### src/common/btbPkg.sv
// Shared types for the branch target buffer and the next-PC stage.
// Holds the BTB geometry, entry and branch-result formats, and the
// helpers that split a PC into index, tag and word address.
`default_nettype none

package btbPkg;

    localparam int PC_WIDTH = 32;
    localparam int INSN_BYTES = 4;

    // Geometry of the entry array.
    localparam int BTB_ENTRY_NUM = 64;
    localparam int BTB_INDEX_WIDTH = $clog2(BTB_ENTRY_NUM);
    localparam int BTB_TAG_WIDTH = PC_WIDTH - 2 - BTB_INDEX_WIDTH;
    localparam int WORD_ADDR_WIDTH = PC_WIDTH - 2;

    typedef logic [PC_WIDTH-1:0] pcT;
    typedef logic [BTB_INDEX_WIDTH-1:0] btbIndexT;
    typedef logic [BTB_TAG_WIDTH-1:0] btbTagT;
    typedef logic [WORD_ADDR_WIDTH-1:0] wordAddrT;

    typedef struct packed {
        logic valid;
        logic isCondBr;
        btbTagT tag;
        wordAddrT target;
    } btbEntryT;

    // One resolved branch from the execute stage.
    typedef struct packed {
        logic valid;
        logic taken;
        logic isCondBr;
        pcT brAddr;
        pcT nextAddr;
    } brResultT;

    typedef struct packed {
        btbIndexT index;
        btbEntryT entry;
    } btbUpdateT;

    typedef struct packed {
        logic valid;
        pcT pc;
    } redirectT;

    typedef struct packed {
        logic valid;
        pcT pc;
        pcT predNextPc;
        logic taken;
        logic [2:0] takenLane;
        logic isCondBr;
    } fetchPredT;

    function automatic btbIndexT toBtbIndex(input pcT pc);
        return pc[BTB_INDEX_WIDTH+1:2];
    endfunction

    function automatic btbTagT toBtbTag(input pcT pc);
        return pc[PC_WIDTH-1:BTB_INDEX_WIDTH+2];
    endfunction

    // Targets are stored as word addresses; the low two bits are always zero.
    function automatic wordAddrT toWordAddr(input pcT pc);
        return pc[PC_WIDTH-1:2];
    endfunction

    function automatic pcT toPc(input wordAddrT addr);
        return {addr, 2'b00};
    endfunction

endpackage

`default_nettype wire

### src/rtl/nextPcSelect.sv
// Next-PC stage.
// Holds the fetch PC and picks the next one from the BTB hits,
// a redirect, or the next sequential fetch group.
`timescale 1ns/1ps
`default_nettype none

module nextPcSelect #(
    parameter int fetchWidth = 2,
    parameter btbPkg::pcT resetPc = '0
) (
    input wire logic clk,
    input wire logic rstN,
    input wire logic initDone,
    input wire logic stall,
    input btbPkg::redirectT redirect,
    input wire logic [fetchWidth-1:0] btbHit,
    input btbPkg::pcT btbTarget [fetchWidth],
    input wire logic [fetchWidth-1:0] btbIsCondBr,
    output btbPkg::pcT readPc,
    output btbPkg::fetchPredT fetchOut
);

    btbPkg::pcT pcReg;
    btbPkg::pcT predNextPc;
    logic taken;
    logic [2:0] takenLane;
    logic takenIsCondBr;

    // Scan from the top lane down so the lowest hitting lane ends up selected.
    always_comb begin
        predNextPc = pcReg + btbPkg::pcT'(fetchWidth * btbPkg::INSN_BYTES);
        taken = 1'b0;
        takenLane = '0;
        takenIsCondBr = 1'b0;
        for (int i = fetchWidth - 1; i >= 0; i--) begin
            if (btbHit[i]) begin
                predNextPc = btbTarget[i];
                taken = 1'b1;
                takenLane = 3'(i);
                takenIsCondBr = btbIsCondBr[i];
            end
        end
    end

    // The PC the register takes next; the BTB reads it now so results line up.
    // Redirect beats stall.
    always_comb begin
        if (!initDone) begin
            readPc = resetPc;
        end else if (redirect.valid) begin
            readPc = redirect.pc;
        end else if (stall) begin
            readPc = pcReg;
        end else begin
            readPc = predNextPc;
        end
    end

    always_ff @(posedge clk) begin
        if (!rstN) begin
            pcReg <= resetPc;
        end else begin
            pcReg <= readPc;
        end
    end

    always_comb begin
        fetchOut.valid = initDone && !stall;
        fetchOut.pc = pcReg;
        fetchOut.predNextPc = predNextPc;
        fetchOut.taken = taken;
        fetchOut.takenLane = takenLane;
        fetchOut.isCondBr = takenIsCondBr;
    end

endmodule

`default_nettype wire

### config.mk
export PLATFORM = sky130hd
export DESIGN_NAME = nextPcSelect
export DESIGN_NICKNAME = d
export VERILOG_FILES = /design/src/common/btbPkg.sv /design/src/rtl/nextPcSelect.sv
export SDC_FILE = /design/constraint.sdc
export NUM_CORES = 1
export LEC_CHECK = 0
export ABC_AREA = 1
export BUFFER_PORTS_ARGS = -buffer_cell sky130_fd_sc_hd__buf_2
export CAP_MARGIN = 20
export CELL_PAD_IN_SITES_DETAIL_PLACEMENT = 0
export CELL_PAD_IN_SITES_GLOBAL_PLACEMENT = 1
export CORE_MARGIN = 4
export CORE_UTILIZATION = 29
export DETAILED_ROUTE_END_ITERATION = 8
export GPL_TIMING_DRIVEN = 0
export PLACE_DENSITY = 0.93
export SLEW_MARGIN = 20
export SYNTH_ARGS = -nofsm -noshare
export SYNTH_HDL_FRONTEND = slang
export SYNTH_SLANG_ARGS = --single-unit
### constraint.sdc
create_clock -name clk -period 3.7 [get_ports clk]
set_input_delay 0.185 -clock clk [delete_from_list [all_inputs] [get_ports clk]]
set_output_delay 0.185 -clock clk [all_outputs]
set_load 0.05 [all_outputs]
# --- After elaboration in Yosys (flattened, before gate mapping) ---
# Cells that the tools add are included.
op_classes:
  addsub: 1
  mux: 11
  reduce_logical: 2
ops:
  columns: ["operator", "count"]
  rows:
  - ["32-bit two-way mux", 5]
  - ["32-bit by 4-bit adder with 32-bit output, second input constant", 1]
  - ["1-bit two-way mux", 5]
  - ["3-bit two-way mux", 1]
  - ["1-bit logical AND", 1]
  - ["1-bit logical NOT", 1]
totals:
  input_bits: 105
  wordCells: 15
  out_inout_bits: 102
  register_bits: 32

# --- Logic depth before layout (Yosys ltp) ---
# Gate-level depths: netlist of run 1.
depth:
  depth_word: 6
  depth_mapped: 13

# --- Worst setup path after synthesis of run 1 ---
# No wires, ideal clock.
synth_timing:
  path_type: "flip-flop to flip-flop"
  from: "reg pcReg[3]"
  to: "reg pcReg[3]"
  setup_slack_ns: 1.070
  path_stages_with_launch: 5
  t_required_ns: 3.636
  path_buffers: 0
  arrival_time_ns: 2.566
  cell_sequence: "dfxtp_1 -> o211ai_1 -> nand2_1 -> a21oi_1 -> and2_1"
synth_lines:
  columns: ["element", "line", "rtl"]
  rows:
  - ["start, declared", "nextPcSelect.sv:23", "btbPkg::pcT pcReg;"]
  - ["start signal, assigned", "nextPcSelect.sv:61", "pcReg <= resetPc;"]
  - ["start signal, assigned", "nextPcSelect.sv:63", "pcReg <= readPc;"]

# --- Worst setup path in the final report of run 1 ---
layout_timing:
  from: "reg pcReg[3]"
  to: "out readPc[17]"
layout_between:
  elab_chain_cells: 6
layout_rtl:
  columns: ["element", "line", "rtl"]
  rows:
  - ["32-bit by 4-bit adder with 32-bit output", "nextPcSelect.sv:31", "predNextPc = pcReg + btbPkg::pcT'(fetchWidth * btbPkg::INSN_BYTES);"]
  - ["32-bit two-way mux (2 in series)", "nextPcSelect.sv:36", "if (btbHit[i]) begin"]
  - ["32-bit two-way mux", "nextPcSelect.sv:52", "end else if (stall) begin"]
  - ["32-bit two-way mux", "nextPcSelect.sv:50", "end else if (redirect.valid) begin"]
  - ["32-bit two-way mux", "nextPcSelect.sv:48", "if (!initDone) begin"]
  - ["end, declared", "nextPcSelect.sv:19", "output btbPkg::pcT readPc,"]
# No other way between the ends.

==> results.py, run 1 <==
metrics = {
    "grt": {
        "track_usage": 0.2122,
        "grt_pass1_vias": 4215,
        "grt_max_degree": 11,
        "grt_first_pass_wirelength_mm": 22.11,
        "gr-total-overflow": 0,
        "antenna_found_initial": 0,
    },
    "pwr": {
        "p_leak_nw": 2.704,
        "p_per_area_mw_per_mm2": 324.4,
        "ir_worst_vdd_v": 0.0001625,
    },
    "routing": {
        "drc_errors": 0,
        "routed_wirelength_mm": 14.73,
        "dr.pass1.iters": 5,
        "drt_iter0_markers": 307,
        "detail-route-antenna-nets": 0,
        "avgViaCountPerCell": 4.591,
        "wl_per_cell_um": 14.83,
        "vias": 4559,
    },
    "placed_design": {
        "hpwl_mm": 12.09,
        "placed_area_mm2": 0.004597,
        "numPortBuffers": 201,
        "gp_congestion": 0.9843,
        "place_ws_ps": 1524,
        "place_inst": 985,
    },
    "synthesis": {
        "ys_types": 37,
        "yosysSeqAreaShare": 0.1880,
        "yosysWarnings": 0,
        "yosys_register_bits": 32,
        "netlist_instances": 640,
        "syn_avg_cell_area_um2": 5.325,
        "syn-cell-area_mm2": 0.003408,
    },
    "clocking": {
        "h-tree-depth": 2,
        "postCtsHoldBufs": 0,
        "cts_setup_buffers": 0,
        "cts_max_path_buffers": 2,
        "cts_buffers": 5,
        "clock-sinks": 32,
        "clock_latency_ps": 290,
        "cts_tree": "yes",
        "clk_pin_slew_ps": 60,
        "cts_resized": 0,
        "clock_tree.root_cell": "clkbuf_16",
    },
    "final_layout": {
        "biggestRegsByFlops": "pcReg (32)",
        "largest_register_ffs": 32,
        "fin_nets": 955,
        "stdcell_area_mm2": 0.004761,
        "area_growth_pct": 39.68,
        "top_register": "pcReg",
        "drive_gt1_frac": 0.3035,
        "n_antenna_cell": 0,
        "layoutNonFillerInstCount": 993,
    },
    "critical_path": {
        "cp.required_ps": 3510,
        "cp_data_arrival_time_ps": 2330,
        "path_class": "reg -> out",
        "critPathMaxStageDelay_ps": 470,
        "cp_num_buf_inv": 4,
        "cp_slowest_cell": "dfxtp_1",
        "crit_top_cell": "nand2_1",
        "path_cells": "ha_1, inv_1, nor2_2, nand3_2, inv_1, nand3_1, nand3_1, nand2_1, nand2_1, nand2_1, nand2_1, inv_1, buf_2",
        "worstSetupEndpointType": "primary output",
        "cp_top_family": "simple AND/OR/NAND/NOR gates",
        "path_max_fanout": 6,
        "cp-start-kind": "register",
    },
    "timing": {
        "drv_slew": 0,
        "skew_ps": 8.308,
        "min_period_ps": 2512,
        "max_freq_ghz": 0.3980,
        "finalSetupViolCount": 0,
        "worstMarginPinSlew_ps": 652.7,
        "holdWs_ps": 166.3,
        "slew_headroom": 0.5649,
        "finalWorstSetupSlack_ps": 1188,
        "finalHoldViolCount": 0,
        "setup_tns_ps": 0,
        "fin_crit_sh": 0.6790,
        "rsz0062_at_grt": "no",
    },
    "floorplan": {
        "dieArea_mm2": 0.01355,
        "ioPinCount": 207,
        "dieWidth_um": 116.4,
        "rows": 39,
        "initial_core_util": 0.2972,
        "core_area_mm2": 0.01147,
        "die_h_um": 116.4,
    },
    "hold_path": {
        "hold_path_class": "in -> reg",
    },
    "run": {
        "maxCapViolations": 0,
    },
    "outcome": {
        "status": "completed",
    },
}
path summary, 6_finish.rpt:
check                           startpoint          to  slack, ps  cells after the start
worst max-delay path              pcReg[3]  readPc[17]       1190                     13
worst min-delay path                  rstN    pcReg[2]        170                      2
worst max register to register    pcReg[3]   pcReg[17]       1750                     12
worst min register to register    pcReg[4]    pcReg[4]        680                      4
layout by cell type, fill, tap and decap left out, drive strengths merged:
cell type	instances
and2	3
o221ai	1
nand2	203
a21oi	36
o22ai	18
bufinv	1
o211ai	7
xnor2	1
conb	2
nand4	1
o21bai	4
clkbuf	25
inv	114
nor2	86
buf	215
nand3	45
dfxtp	32
nand3b	4
xor2	1
a31oi	1
or2	3
a22o	9
a21o	1
ha	1
clkinv	2
o21ai	34
metal layers:
metal  GRT usage  vias to the layer above  wire length (um)  part of all wire
met5           0                        -                 0                 0
met2      0.3516                      158              6737              0.46
met4     0.04872                        0               216             0.015
li1            -                     2417                 -                 -
met3     0.04197                       17              1208             0.082
met1      0.2849                     1967              6567              0.45
Yosys cell counts:
cell type	n	area, um2
clkbuf_1	19	71.32
buf_2	7	35.03
nand3_2	2	20.02
or2_1	1	6.260
o221ai_1	1	8.760
dfxtp_1	32	640.6
nor2_1	72	270.3
and2_1	3	18.77
or2_2	2	12.51
a21oi_1	34	170.2
buf_6	1	11.26
nor2_2	8	50.05
o21ai_0	26	130.1
nand4_1	1	6.260
o22ai_1	18	112.6
xor2_1	1	8.760
inv_1	107	401.6
conb_1	1	3.750
xnor2_1	1	8.760
o21bai_1	4	30.03
buf_1	1	3.750
nand2_2	9	56.30
ha_1	1	12.51
inv_2	7	26.28
o21ai_1	8	40.04
nand2_4	1	11.26
nand2_1	193	724.4
a21oi_2	2	17.52
nor2_4	6	67.56
a31oi_1	1	6.260
buf_4	5	37.54
nand3_1	43	215.2
o211ai_1	7	52.55
a22o_1	9	78.83
nand3b_1	4	30.03
a21o_1	1	7.510
clkinv_1	1	3.750
area by class of cell:
| type | instances | area (um2) |
|---|---|---|
| sequential | 32 | 640.6 |
| clock buffer | 6 | 128.9 |
| timing repair buffer | 201 | 1006 |
| buffer | 33 | 158.9 |
| inverter | 115 | 431.7 |
| fill | 1308 | 6706 |
| clock inverter | 2 | 35.03 |
| tap | 143 | 178.9 |
| multi-input combinational | 461 | 2181 |
per-stage QoR:
step	power, mW	util
floorplan	0.8648	-
global placement	1.061	0.4009
detailed placement	1.063	0.4009
CTS	1.552	0.4152
global route	1.618	0.4152
finish	1.544	0.4152
power by group:
group	total (mW)	switching [mW]	internal, mW	leakage [nW]
clock	0.490	0.173	0.317	0.0808
sequential	0.390	0.0276	0.362	0.263
combinational	0.665	0.490	0.175	2.36
cells by family (layout without fill, tap and decap cells):
logic type                 count (synthesis)  count (layout)  synth area share
and+or+nand+nor                          345             345            0.4369
adders and majority gates                  1               1          0.003670
DFF                                       32              32            0.1880
other                                      1               2          0.001100
AOI/OAI and AO/OA                        111             111            0.1920
buffers and inverters                    148             357            0.1733
xor gates and xnor gates                   2               2          0.005140
Note: power is estimated with default switching activity, not from simulation.
==> run 2, diff against run 1 <==
--- a/config.mk
+++ b/config.mk
@@ -11,10 +11,10 @@
 export CELL_PAD_IN_SITES_DETAIL_PLACEMENT = 0
 export CELL_PAD_IN_SITES_GLOBAL_PLACEMENT = 1
 export CORE_MARGIN = 4
-export CORE_UTILIZATION = 29
+export CORE_UTILIZATION = 27
 export DETAILED_ROUTE_END_ITERATION = 8
 export GPL_TIMING_DRIVEN = 0
-export PLACE_DENSITY = 0.93
+export PLACE_DENSITY = 0.88
 export SLEW_MARGIN = 20
 export SYNTH_ARGS = -nofsm -noshare
 export SYNTH_HDL_FRONTEND = slang
==> constraint.sdc (replaced) <==
create_clock -name clk -period 2.4 [get_ports clk]
set_input_delay 0.12 -clock clk [delete_from_list [all_inputs] [get_ports clk]]
set_output_delay 0.12 -clock clk [all_outputs]
set_load 0.05 [all_outputs]
==> results.py, run 2 (synthesized netlist as in run 1, its figures left out) <==
metrics = {
    "pwr": {
        "p_per_area_mw_per_mm2": 491.0,
        "finalPower_mw": 2.397,
        "ir_worst_vdd_v": 0.0002299,
        "p_leak_nw": 2.723,
    },
    "floorplan": {
        "initial_core_util": 0.2802,
        "core_area_mm2": 0.01216,
        "rows": 40,
        "ioPinCount": 207,
        "die_h_um": 120.4,
        "dieWidth_um": 120.4,
        "dieArea_mm2": 0.01449,
    },
    "final_layout": {
        "final_cell_mix": "buf_2, nand2_1, inv_1",
        "largest_register_ffs": 32,
        "n_antenna_cell": 0,
        "drive_gt1_frac": 0.3259,
        "layout_commonest_cell": "buf_2",
        "biggestRegsByFlops": "pcReg (32)",
        "top_register": "pcReg",
        "post-route-util": 0.4013,
        "fin_nets": 955,
        "stdcell_area_mm2": 0.004881,
        "area_growth_pct": 43.21,
    },
    "timing": {
        "rsz0062_at_grt": "no",
        "finalWorstSetupSlack_ps": 129.0,
        "setup_tns_ps": 0,
        "fin_crit_sh": 0.9463,
        "skew_ps": 4.902,
        "min_period_ps": 2271,
        "max_freq_ghz": 0.4403,
        "finalSetupViolCount": 0,
        "drv_slew": 0,
        "worstMarginPinSlew_ps": 644.4,
        "finalHoldViolCount": 0,
        "slew_headroom": 0.5704,
    },
    "grt": {
        "grt_busiest_layer": "met2",
        "gr-total-overflow": 0,
        "grt_use_met3": 0.04069,
        "grt_pass1_vias": 4624,
        "track_usage": 0.2069,
        "gr-usage-met1": 0.2669,
        "grt_first_pass_wirelength_mm": 23.74,
        "grt_max_degree": 12,
        "use_met2": 0.3593,
        "antenna_found_initial": 0,
    },
    "placed_design": {
        "hpwl_mm": 12.46,
        "placed_area_mm2": 0.004648,
        "place_ws_ps": 379.9,
        "numPortBuffers": 201,
        "gp_congestion": 0.9061,
    },
    "critical_path": {
        "cp_data_arrival_time_ps": 2150,
        "path_max_fanout": 5,
        "setup.worst_path.start": "pcReg[3]",
        "cp.required_ps": 2280,
        "r2r_slack_ps": 670,
        "worstSetupEndpointType": "primary output",
        "rr_worst_depth": 10,
        "cp-start-kind": "register",
        "path_class": "reg -> out",
        "timing.rr.start": "pcReg[3]",
    },
    "clocking": {
        "cts_tree": "yes",
        "cts_setup_buffers": 0,
        "clk_pin_slew_ps": 60,
        "clock_latency_ps": 290,
        "postCtsHoldBufs": 0,
        "clock-sinks": 32,
        "cts_buffers": 5,
        "cts_max_path_buffers": 2,
        "h-tree-depth": 2,
        "clock_tree.root_cell": "clkbuf_16",
        "cts_resized": 0,
    },
    "run": {
        "maxCapViolations": 0,
    },
    "routing": {
        "vias": 4628,
        "avgViaCountPerCell": 4.546,
        "routed_wirelength_mm": 15.21,
        "drc_errors": 0,
        "dr.pass1.iters": 7,
        "drt_iter0_markers": 216,
        "detail-route-antenna-nets": 0,
        "wl_per_cell_um": 14.94,
    },
    "hold_path": {
        "hold_start": "rstN",
        "hold_path_class": "in -> reg",
        "whs_path_depth": 2,
    },
    "outcome": {
        "status": "completed",
    },
}
==> run 2: changes by cell type in the layout (fill, tap and decap cells not counted), sizes merged <==
cell / previous run / this run
clkbuf: 25 / 31
clkinvlp: 0 / 1
buf: 215 / 208
==> run 2: power breakdown <==
| group | internal [mW] | switching [mW] |
|---|---|---|
| combinational | 0.276 | 0.758 |
| clock | 0.488 | 0.273 |
| sequential | 0.559 | 0.0425 |
==> run 2: cell type report <==
class | instances | area (um2)
fill | 1457 | 7281
multi-input combinational | 461 | 2230
timing repair buffer | 201 | 1026
sequential | 32 | 656.9
inverter | 115 | 431.7
tap | 168 | 210.2
buffer | 33 | 158.9
clock buffer | 5 | 125.1
clock inverter | 3 | 42.54
==> run 2: final timing paths <==
check | to
min reg2reg | pcReg[7]
max reg2reg | pcReg[9]
max | readPc[9]
min | pcReg[8]
==> run 2: worst max-delay path, stage by stage (launching register included) <==
cell	delay [ps]
dfxtp_4	390
ha_2	220
nand3_1	140
nor2_1	220
nand2_1	80
nand2_1	90
o21ai_0	110
o211ai_1	200
nand2_1	90
inv_1	70
buf_2	260
==> run 2: stage by stage <==
stage,hold WS (ps),instances
final,108.3,1018
after floorplan,247.2,641
after detailed placement,404.7,1010
after global routing,109.8,1018
after global placement,405.8,1010
after CTS,110.6,1018
==> run 2: routing by layer <==
| layer | part of all wire | vias up |
|---|---|---|
| met5 | 0 | - |
| met3 | 0.079 | 16 |
| li1 | - | 2410 |
| met1 | 0.44 | 2033 |
| met4 | 0.013 | 0 |
| met2 | 0.46 | 169 |
